## src/hw/chip_macros.svh

```systemverilog
/*
 * Chip shell constants
 * Bus widths, simulation SRAM window and software test status codes
 */

`ifndef CHIP_MACROS_SVH
`define CHIP_MACROS_SVH

// Wishbone bus widths
`define CHIP_BUS_AW 32
`define CHIP_BUS_DW 32

// Simulation SRAM depth in words and window base
`define CHIP_SRAM_WORDS 256
`define CHIP_SRAM_BASE  32'h1000_0000

// Last word of the SRAM window doubles as the status word
`define CHIP_STATUS_ADDR 32'h1000_03fc

// Codes software writes to finish a test
`define CHIP_STATUS_PASS 16'h900d
`define CHIP_STATUS_FAIL 16'hdead

`endif

```

## src/hw/chip_pkg.sv

```systemverilog
/*
 * Chip shell package
 * Bundles for the Wishbone bus, the debug/SPI pads and the boot straps
 */

`default_nettype none

`include "chip_macros.svh"

package chip_pkg;

  // Wishbone classic request, master to slave
  typedef struct packed {
    logic                        cyc;
    logic                        stb;
    logic                        we;
    logic [`CHIP_BUS_AW-1:0]     adr;
    logic [`CHIP_BUS_DW-1:0]     dat;
    logic [`CHIP_BUS_DW/8-1:0]   sel;  // One bit per byte lane
  } wb_req_t;

  // Wishbone classic response, slave to master
  typedef struct packed {
    logic                    ack;
    logic [`CHIP_BUS_DW-1:0] dat;
  } wb_rsp_t;

  // JTAG host side, tdo runs the other way
  typedef struct packed {
    logic tck;
    logic tms;
    logic trst_n;
    logic tdi;
  } jtag_t;

  // SPI device host side
  typedef struct packed {
    logic sck;
    logic csb;
    logic sdi;
  } spi_t;

  // Boot straps
  typedef struct packed {
    logic jtag_spi_n;  // 1 selects JTAG on the shared pads
    logic bootstrap;
  } strap_t;

endpackage

`default_nettype wire

```

## src/hw/sw_test_status.sv

```systemverilog
/*
 * Software test status monitor
 * Snoops completed bus writes to the status word for pass/fail codes
 */

`default_nettype none

`include "chip_macros.svh"

module sw_test_status (
  input  logic              clk_i,
  input  logic              rst_n_i,
  input  chip_pkg::wb_req_t wb_req_i,
  input  logic              wb_ack_i,
  output logic              test_done_o,
  output logic              test_pass_o,
  output logic [15:0]       status_code_o
);

  logic        wr_done;
  logic        status_hit;
  logic [15:0] code;
  logic        done_q;
  logic        pass_q;
  logic [15:0] code_q;

  // A write counts only in its ack cycle
  assign wr_done    = wb_req_i.cyc & wb_req_i.stb & wb_req_i.we & wb_ack_i;
  assign status_hit = wr_done && (wb_req_i.adr == `CHIP_STATUS_ADDR);
  assign code       = wb_req_i.dat[15:0];

  always_ff @(posedge clk_i or negedge rst_n_i) begin
    if (!rst_n_i) begin
      done_q <= 1'b0;
      pass_q <= 1'b0;
      code_q <= '0;
    end else if (status_hit) begin
      code_q <= code;
      if (code == `CHIP_STATUS_PASS) begin
        done_q <= 1'b1;
        pass_q <= 1'b1;
      end else if (code == `CHIP_STATUS_FAIL) begin
        done_q <= 1'b1;
        pass_q <= 1'b0;
      end
      // Any other code is just progress
    end
  end

  assign test_done_o   = done_q;
  assign test_pass_o   = pass_q;
  assign status_code_o = code_q;

endmodule

`default_nettype wire

```

## config.mk

```make
export PLATFORM = sky130hd
export DESIGN_NAME = sw_test_status
export DESIGN_NICKNAME = d
export VERILOG_FILES = /design/src/hw/chip_pkg.sv /design/src/hw/sw_test_status.sv
export VERILOG_INCLUDE_DIRS = /design/src /design/src/hw
export SDC_FILE = /design/constraint.sdc
export NUM_CORES = 1
export LEC_CHECK = 0
export BUFFER_PORTS_ARGS = -buffer_cell sky130_fd_sc_hd__buf_2
export CORE_UTILIZATION = 33
export DETAILED_ROUTE_END_ITERATION = 10
export PLACE_DENSITY = 0.77
export SLEW_MARGIN = 15
export SYNTH_ARGS = -nofsm -noshare
export SYNTH_HDL_FRONTEND = slang
export SYNTH_SLANG_ARGS = --single-unit
```

## constraint.sdc

```tcl
create_clock -name clk_i -period 1 [get_ports clk_i]
set_clock_uncertainty 0.2 [all_clocks]
set_input_delay 0.2 -clock clk_i [delete_from_list [all_inputs] [get_ports clk_i]]
set_output_delay 0.2 -clock clk_i [all_outputs]
set_load 0.005 [all_outputs]
```

==> flow_summary.yaml, run 1 <==
outcome:
  status: "finished, violations left"
  failed_checks: "hold timing, setup timing"
yosys:
  synthAdderAreaFrac: 0
  synth-simple-area-share: 0.210
  syn-num-nets: 136
  synth_area_um2: 840
  synth_mux_area_frac: 0.215
  yosys_warnings: 0
  synth-compound-area-share: 0.0209
  synth_top_family_by_area: "multiplexers"
  ys_seq_area_frac: 0.537
  synth_xor_area_frac: 0
  synth_seq_cells: 18
  postSynthAreaPerCell_um2: 13.5
  synth.distinct_cells: 18
  postSynthCellCount: 62
critical_path:
  rr_startpoint: "status_code_o[4]$_DFFE_PN0P_"
  cp-start-kind: "input pin"
  crit_type: "in2reg"
  required_ns: 0.98
  rr_endpoint: "status_code_o[4]$_DFFE_PN0P_"
  crit_fanout: 19
  reg2regPathDepth: 3
  reg2reg_slack_ns: -0.20
  startpoint: "wb_req_i[36]"
  critPathArrivalTime_ns: 1.64
  endpoint_kind: "flop"
hold_path:
  worstHoldPathType: "in2reg"
  min_delay_path_depth: 2
  min_to: "status_code_o[8]$_DFFE_PN0P_"
  hold_start: "wb_req_i[12]"
final_layout:
  drive_gt1_frac: 0.728
  area_delta_synth_final_pct: 70.2
  num_antenna_cells: 0
  layout_common_cells: "buf_2, dfrtp_1, buf_4"
  final_util: 0.622
  nNetsFinal: 222
  layout_commonest_cell: "buf_2"
drt:
  wire_per_inst_um: 12.4
  drc: 0
  vias_per_cell: 4.95
  first_pass_iters: 3
  vias: 866
  routed_wl_um: 2170
  antenna_left: 0
  drt_iter0_drc: 9
placement:
  gp_congestion: 0.775
  pre_cts_slack_ns: -1.04
  dp_hpwl_um: 1760
  port_buffers: 71
cts:
  root_buffer: "clkbuf_4"
  clock_sinks: 18
  htree_levels: 1
  clk_path_buf_depth: 2
  cts_tree: "done"
  insertion_delay_ns: 0.28
  cts_hold_buf: 1
  cts_buffers: 3
  cts.reportedPaths.clkPinSlew_ns: 0.10
global_route:
  antenna_found_initial: 0
  grt.total_usage: 0.154
  grt_pass1_vias: 804
  grt_max_degree: 20
  grt_pass1_wl_um: 3070
  grt_remaining_overflow: 0
die:
  die_h_um: 52.4
  boundaryPins: 92
  die_x_um: 52.4
  start_util: 0.365
  dieArea_um2: 2750
  fp-row-count: 17
  core_area_um2: 2300
sta:
  timing.final.ws_setup_ns: -0.662
  period_share: 1.66
  rsz0062_at_grt: "yes"
  worst_pin_slew_ns: 0.390
  hold_ws_ns: -0.0457
  finalHoldViolCount: 15
  max_slew_margin: 0.740
  finalCriticalPeriod_ns: 1.66
  drv_slew: 0
  fmaxAchievable_ghz: 0.602
  setup_viol: 36
power:
  cellPowerDensity_nw_per_um2: 932
  p_leak_nw: 0.822
  irDropWorstVdd_uv: 521
flow_run:
  max_cap_viol_count: 0
## worst max-delay path by stage
stage               depth (start not counted)  slack [ns]                             to
global route                                6       -0.69  status_code_o[11]$_DFFE_PN0P_
CTS                                         6       -0.66   status_code_o[9]$_DFFE_PN0P_
detailed placement                          6       -1.04   status_code_o[6]$_DFFE_PN0P_
floorplan                                   5       -1.02   status_code_o[0]$_DFFE_PN0P_
global placement                            6       -0.97  status_code_o[12]$_DFFE_PN0P_
finish                                      6       -0.66   status_code_o[6]$_DFFE_PN0P_
## Yosys cell counts
cell type,count,area share
dfrtp_1,18,0.54
mux2_2,16,0.21
nor4_1,5,0.037
nand3_1,4,0.024
nand2_1,3,0.013
and4b_1,2,0.024
nand4b_1,2,0.021
nor2_1,2,0.0089
a31o_2,1,0.010
and4_1,1,0.010
buf_6,1,0.013
inv_1,1,0.0045
nand4_1,1,0.0075
nor4_4,1,0.025
nor4b_1,1,0.010
nor4bb_1,1,0.012
o2bb2ai_1,1,0.010
or4b_4,1,0.016
## area by class of cell
cell class / instances / area [um2]
timing repair buffer: 82 / 472
inverter: 1 / 3.75
sequential: 18 / 450
clock buffer: 4 / 36.3
tap: 28 / 35.0
fill: 206 / 868
multi-input combinational: 42 / 432
## sequential cells by signal (all words and copies together), names as in the netlist
signal and count:
test_pass_o 1, test_done_o 1, status_code_o 16
## critical path, cell delays in order
cell and delay [ns]:
buf_6 0.09, nor4bb_4 0.26, nand4_1 0.17, nor4_4 0.35, buf_12 0.21, mux2_2 0.35
## power breakdown
group	internal, mW	total (mW)	switching [mW]
clock network	0.222	0.436	0.215
logic	0.103	0.167	0.0645
registers	0.727	0.727	0.000000000328
## cell families after synthesis
group                  Yosys count
AOI/OAI and AO/OA                2
buffers and inverters            2
DFF                             18
muxes                           16
and+or+nand+nor                 24
## repair_timing
| item | CTS | global route |
|---|---|---|
| endpoints found under the setup margin | 36 | 36 |
| pin swaps | 0 | 1 |
| hold endpoints to repair | 33 | 15 |
| setup buffers | 5 | 3 |
| resized for setup | 6 | 1 |
## metrics by stage
step / TNS [ns] / cell area, um2 / cells / power (mW) / hold WS [ns]
final: -14.73 / 1430 / 175 / 1.33 / -0.0457
after global routing: -16.21 / 1430 / 175 / 1.40 / -0.0636
after CTS: -14.97 / 1400 / 172 / 1.35 / -0.0613
after detailed placement: -17.93 / 1280 / 162 / 0.893 / -0.0473
after global placement: -16.76 / 1280 / 162 / 0.887 / -0.0610
after floorplan: -16.86 / 872 / 62 / 0.762 / -0.296
## per-layer routing
layer  GRT usage  vias to the layer above  wire length [um]
met1       0.156                      398               809
met2       0.312                       56              1160
li1            -                      412                 -
met3      0.0203                        0               202
met5           0                        -                 0
met4      0.0526                        0                 0
(Power assumes the default switching activity.)
==> run 2, diff against run 1 <==
- BUFFER_PORTS_ARGS: -buffer_cell sky130_fd_sc_hd__buf_2 -> -buffer_cell sky130_fd_sc_hd__buf_4
- CELL_PAD_IN_SITES_DETAIL_PLACEMENT: not set -> 1
- CELL_PAD_IN_SITES_GLOBAL_PLACEMENT: not set -> 1
- CORE_UTILIZATION: 33 -> 23
- PLACE_DENSITY: 0.77 -> 0.78
- SETUP_SLACK_MARGIN: not set -> 0.15
==> run 2 against run 1 <==
Compared with the run above: non-clock buffer count grew 9; largest cell class unchanged; highest routed layer is now met4; register-to-register slack better by 0.08 ns; the flow still finishes with violations (hold timing, setup timing); combinational power is 35% higher; die area rose by 42%.
==> flow_summary.yaml, run 2 (synthesis results as in run 1) <==
flow_run:
  max_cap_viol_count: 0
sta:
  rsz0062_at_grt: "yes"
  finalCriticalPeriod_ns: 1.69
  fin_setup_tns_ns: -15.80
  timing.final.ws_setup_ns: -0.694
  period_share: 1.69
  drv_slew: 0
  worst_pin_slew_ns: 0.342
  setup_viol: 36
  hold_ws_ns: -0.0538
  max_slew_margin: 0.770
  fmaxAchievable_ghz: 0.590
  finalHoldViolCount: 13
drt:
  drt_iter0_drc: 9
  vias: 903
  first_pass_iters: 2
  vias_per_cell: 4.47
  antenna_left: 0
  routed_wl_um: 2770
  drc: 0
  wire_per_inst_um: 13.7
die:
  fp-row-count: 21
  dieArea_um2: 3900
  boundaryPins: 92
  die_h_um: 62.4
  die_x_um: 62.4
  core_area_um2: 3420
  start_util: 0.246
cts:
  root_buffer: "clkbuf_4"
  htree_levels: 1
  cts_buffers: 3
  clock_sinks: 18
  cts.reportedPaths.clkPinSlew_ns: 0.11
  clk_path_buf_depth: 2
  insertion_delay_ns: 0.28
  cts_tree: "done"
  cts_hold_buf: 1
final_layout:
  layout_common_cells: "buf_4, buf_6, dfrtp_1"
  layout_commonest_cell: "buf_4"
  final_util: 0.521
  num_antenna_cells: 0
  finalInstanceArea_um2: 1780
  area_delta_synth_final_pct: 112
  largest_reg_flops: 16
  drive_gt1_frac: 0.750
  nNetsFinal: 231
outcome:
  failed_checks: "hold timing, setup timing"
  status: "finished, violations left"
global_route:
  grt_remaining_overflow: 0
  grt_pass1_vias: 995
  grt_pass1_wl_um: 4400
  grt.total_usage: 0.144
  grt_max_degree: 19
  antenna_found_initial: 0
power:
  irDropWorstVdd_uv: 325
  finalPower_mw: 1.40
  p_leak_nw: 0.923
  cellPowerDensity_nw_per_um2: 786
placement:
  dp_hpwl_um: 2150
  port_buffers: 71
  gp_congestion: 0.729
  placed_area_um2: 1490
critical_path:
  cp-start-kind: "input pin"
  required_ns: 0.97
  reg2regPathDepth: 2
  crit_fanout: 9
  crit_type: "in2reg"
  rr_startpoint: "status_code_o[13]$_DFFE_PN0P_"
  reg2reg_slack_ns: -0.12
  endpoint_kind: "flop"
  rr_endpoint: "status_code_o[13]$_DFFE_PN0P_"
  critPathArrivalTime_ns: 1.66
hold_path:
  min_delay_path_depth: 2
  worstHoldPathType: "in2reg"
  min_to: "status_code_o[0]$_DFFE_PN0P_"
  hold_start: "wb_req_i[4]"
[run 2: changes by cell type in the layout (fill, tap and decap cells not counted)]
cell	change
buf_2	-68
buf_4	+58
buf_6	+18
a31o_2	-1
a31o_4	+1
clkbuf_16	+1
nor4_1	-1
nor4_2	+1
nor4bb_2	+1
nor4bb_4	-1
[run 2: cell type report]
cell class,instances,area (um2)
clock buffers,4,36.3
fillers,374,1640
inverters,1,3.75
multi-input cells,42,438
flip-flops and latches,18,450
well taps,46,57.6
repair buffers,91,795
[run 2: stage by stage]
step | std cells | setup WS [ns]
2_1_floorplan | 62 | -1.02
3_3_place_gp | 182 | -0.954
3_5_place_dp | 182 | -1.02
4_1_cts | 198 | -0.685
5_1_grt | 202 | -0.734
6_report | 202 | -0.694
[run 2: timing repair]
action / 4_1_cts / 5_1_grt
endpoints found under the setup margin: 36 / 36
setup buffers: 11 / 3
hold endpoints to repair: 32 / 13
gates resized for setup: 20 / 6
cloned: 0 / 1
pin swaps: 0 / 2
[run 2: worst max path at each step]
stage	slack [ns]	endpoint	from	cells after the start
2_1_floorplan	-1.02	status_code_o[0]$_DFFE_PN0P_	wb_req_i[36]	5
3_3_place_gp	-0.95	status_code_o[7]$_DFFE_PN0P_	wb_req_i[36]	6
3_5_place_dp	-1.02	status_code_o[6]$_DFFE_PN0P_	wb_req_i[36]	6
4_1_cts	-0.68	status_code_o[6]$_DFFE_PN0P_	wb_req_i[36]	6
5_1_grt	-0.73	test_pass_o$_DFFE_PN0P_	wb_req_i[36]	9
6_report	-0.69	status_code_o[3]$_DFFE_PN0P_	wb_req_i[36]	7
[run 2: power breakdown]
part	internal (mW)	total, mW	switching, mW
Clock	0.221	0.445	0.224
Sequential	0.727	0.727	0.000000000511
Combinational	0.159	0.226	0.0678
Total	1.11	1.40	0.292
[run 2: layer usage]
metal  track usage  part of all wire  wire (um)  vias to the layer above
met1         0.157              0.38       1050                      417
met5             0                 0          0                        -
met2         0.270              0.53       1480                       56
li1              -                 -          -                      428
met3        0.0456             0.085        235                        2
met4        0.0262            0.0040         11                        0
[run 2: critical path, cell delays in order]
cell and delay (ns):
buf_6 0.09, nor4bb_2 0.26, nand4_1 0.18, nor4_4 0.29
buf_4 0.18, clkbuf_16 0.17, mux2_4 0.30
==> run 3, diff against run 2 <==
- BUFFER_PORTS_ARGS: -buffer_cell sky130_fd_sc_hd__buf_4 -> -buffer_cell sky130_fd_sc_hd__buf_2
- CAP_MARGIN: not set -> 20
- SETUP_SLACK_MARGIN: 0.15 -> not set
==> run 3 against run 2 <==
Compared with the run above: the run still ends with hold timing, setup timing left; sequential cell count stayed put; final cell count is 0.99% lower; sequential power hardly changed; design area is 12% lower; die area stayed put; via count is 0.11% higher; worst setup slack worse by 0.076 ns; largest cell class unchanged; largest power group unchanged.
==> flow_summary.yaml, run 3 (synthesis results as in run 1) <==
critical_path:
  critPathArrivalTime_ns: 1.75
  cp-start-kind: "input pin"
  crit_type: "in2reg"
  crit_fanout: 5
  endpoint_kind: "flop"
  required_ns: 0.98
drt:
  wire_per_inst_um: 14.2
  route.met2.wl_um: 1490
  first_pass_iters: 4
  antenna_left: 0
  routed_wl_um: 2840
  dr_wl_met3_um: 263
  dr.max_layer_used: "met3"
  wl_met1_um: 1090
  vias_per_cell: 4.52
  vias: 904
  drt_iter0_drc: 7
  drc: 0
sta:
  finalHoldViolCount: 16
  period_share: 1.77
  worst_pin_slew_ns: 0.399
  setup_viol: 36
  fmaxAchievable_ghz: 0.565
  max_slew_margin: 0.734
  drv_slew: 0
  rsz0062_at_grt: "yes"
  finalCriticalPeriod_ns: 1.77
  timing.final.ws_setup_ns: -0.769
  hold_ws_ns: -0.0423
placement:
  gp_congestion: 0.761
  dp_hpwl_um: 2090
  port_buffers: 71
  pre_cts_slack_ns: -1.01
cts:
  cts_tree: "done"
  cts.reportedPaths.clkPinSlew_ns: 0.11
  cts_buffers: 3
  cts_hold_buf: 1
  clk_path_buf_depth: 2
  htree_levels: 1
  root_buffer: "clkbuf_4"
  clock_sinks: 18
  insertion_delay_ns: 0.29
global_route:
  grt.total_usage: 0.140
  grt_pass1_vias: 989
  grt_remaining_overflow: 0
  grt_max_degree: 20
  grt_pass1_wl_um: 4260
  antenna_found_initial: 0
flow_run:
  max_cap_viol_count: 0
die:
  die_x_um: 62.4
  boundaryPins: 92
  die_h_um: 62.4
  start_util: 0.246
  core_area_um2: 3420
  dieArea_um2: 3900
  fp-row-count: 21
final_layout:
  num_antenna_cells: 0
  largest_reg_flops: 16
  nNetsFinal: 229
  final_util: 0.459
  layout_common_cells: "buf_2, dfrtp_1, mux2_4"
  area_delta_synth_final_pct: 86.9
  layout_commonest_cell: "buf_2"
  drive_gt1_frac: 0.734
power:
  finalPower_mw: 1.34
  cellPowerDensity_nw_per_um2: 854
  irDropWorstVdd_uv: 410
  p_leak_nw: 0.874
outcome:
  failed_checks: "hold timing, setup timing"
  status: "finished, violations left"
hold_path:
  worstHoldPathType: "in2reg"
run 3: what timing repair did:
action | CTS | global route
pin swaps | 0 | 3
endpoints found under the hold margin | 34 | 16
endpoints found under the setup margin | 36 | 36
gates resized for setup | 2 | 13
gates cloned | 0 | 3
setup buffers | 9 | 4
run 3: metrics by stage:
stage,cell area [um2],cells,setup TNS [ns]
detailed placement,1290,179,-17.50
global route,1570,200,-18.08
finish,1570,200,-17.06
global placement,1290,179,-16.38
floorplan,872,62,-16.86
CTS,1420,193,-15.53
run 3: area by class of cell:
cell class | instances | area (um2)
clock buffer | 4 | 36.3
fill | 423 | 1850
inverter | 1 | 3.75
multi-input combinational | 42 | 454
sequential | 18 | 450
tap | 46 | 57.6
timing repair buffer | 89 | 567
run 3: worst max-delay path, stage by stage:
cell and delay, ns:
buf_6 0.09, or4b_4 0.54, nor4_4 0.30, buf_4 0.18, clkbuf_16 0.15, mux2_4 0.29
run 3: worst paths after layout:
kind,slack (ns),cells after the start,startpoint,end
worst max register to register,-0.10,2,status_code_o[13]$_DFFE_PN0P_,status_code_o[13]$_DFFE_PN0P_
worst min register to register,0.32,1,status_code_o[11]$_DFFE_PN0P_,status_code_o[11]$_DFFE_PN0P_
worst min-delay path,-0.04,2,wb_req_i[6],status_code_o[2]$_DFFE_PN0P_
max in group asynchronous,0.16,2,rst_n_i,status_code_o[13]$_DFFE_PN0P_
min in group asynchronous,0.16,2,rst_n_i,status_code_o[0]$_DFFE_PN0P_
worst max-delay path,-0.77,6,wb_req_i[48],status_code_o[12]$_DFFE_PN0P_
run 3: metal layers:
metal  up-vias  global-route usage
li1        426                   -
met1       419               0.144
met2        59               0.272
met3         0              0.0420
met4         0              0.0349
met5         -                   0
run 3: power by group:
group | internal, mW | switching (mW) | total, mW
logic | 0.0966 | 0.0624 | 0.159
registers | 0.727 | 0.000000000370 | 0.727
clock network | 0.221 | 0.232 | 0.453
total | 1.05 | 0.294 | 1.34
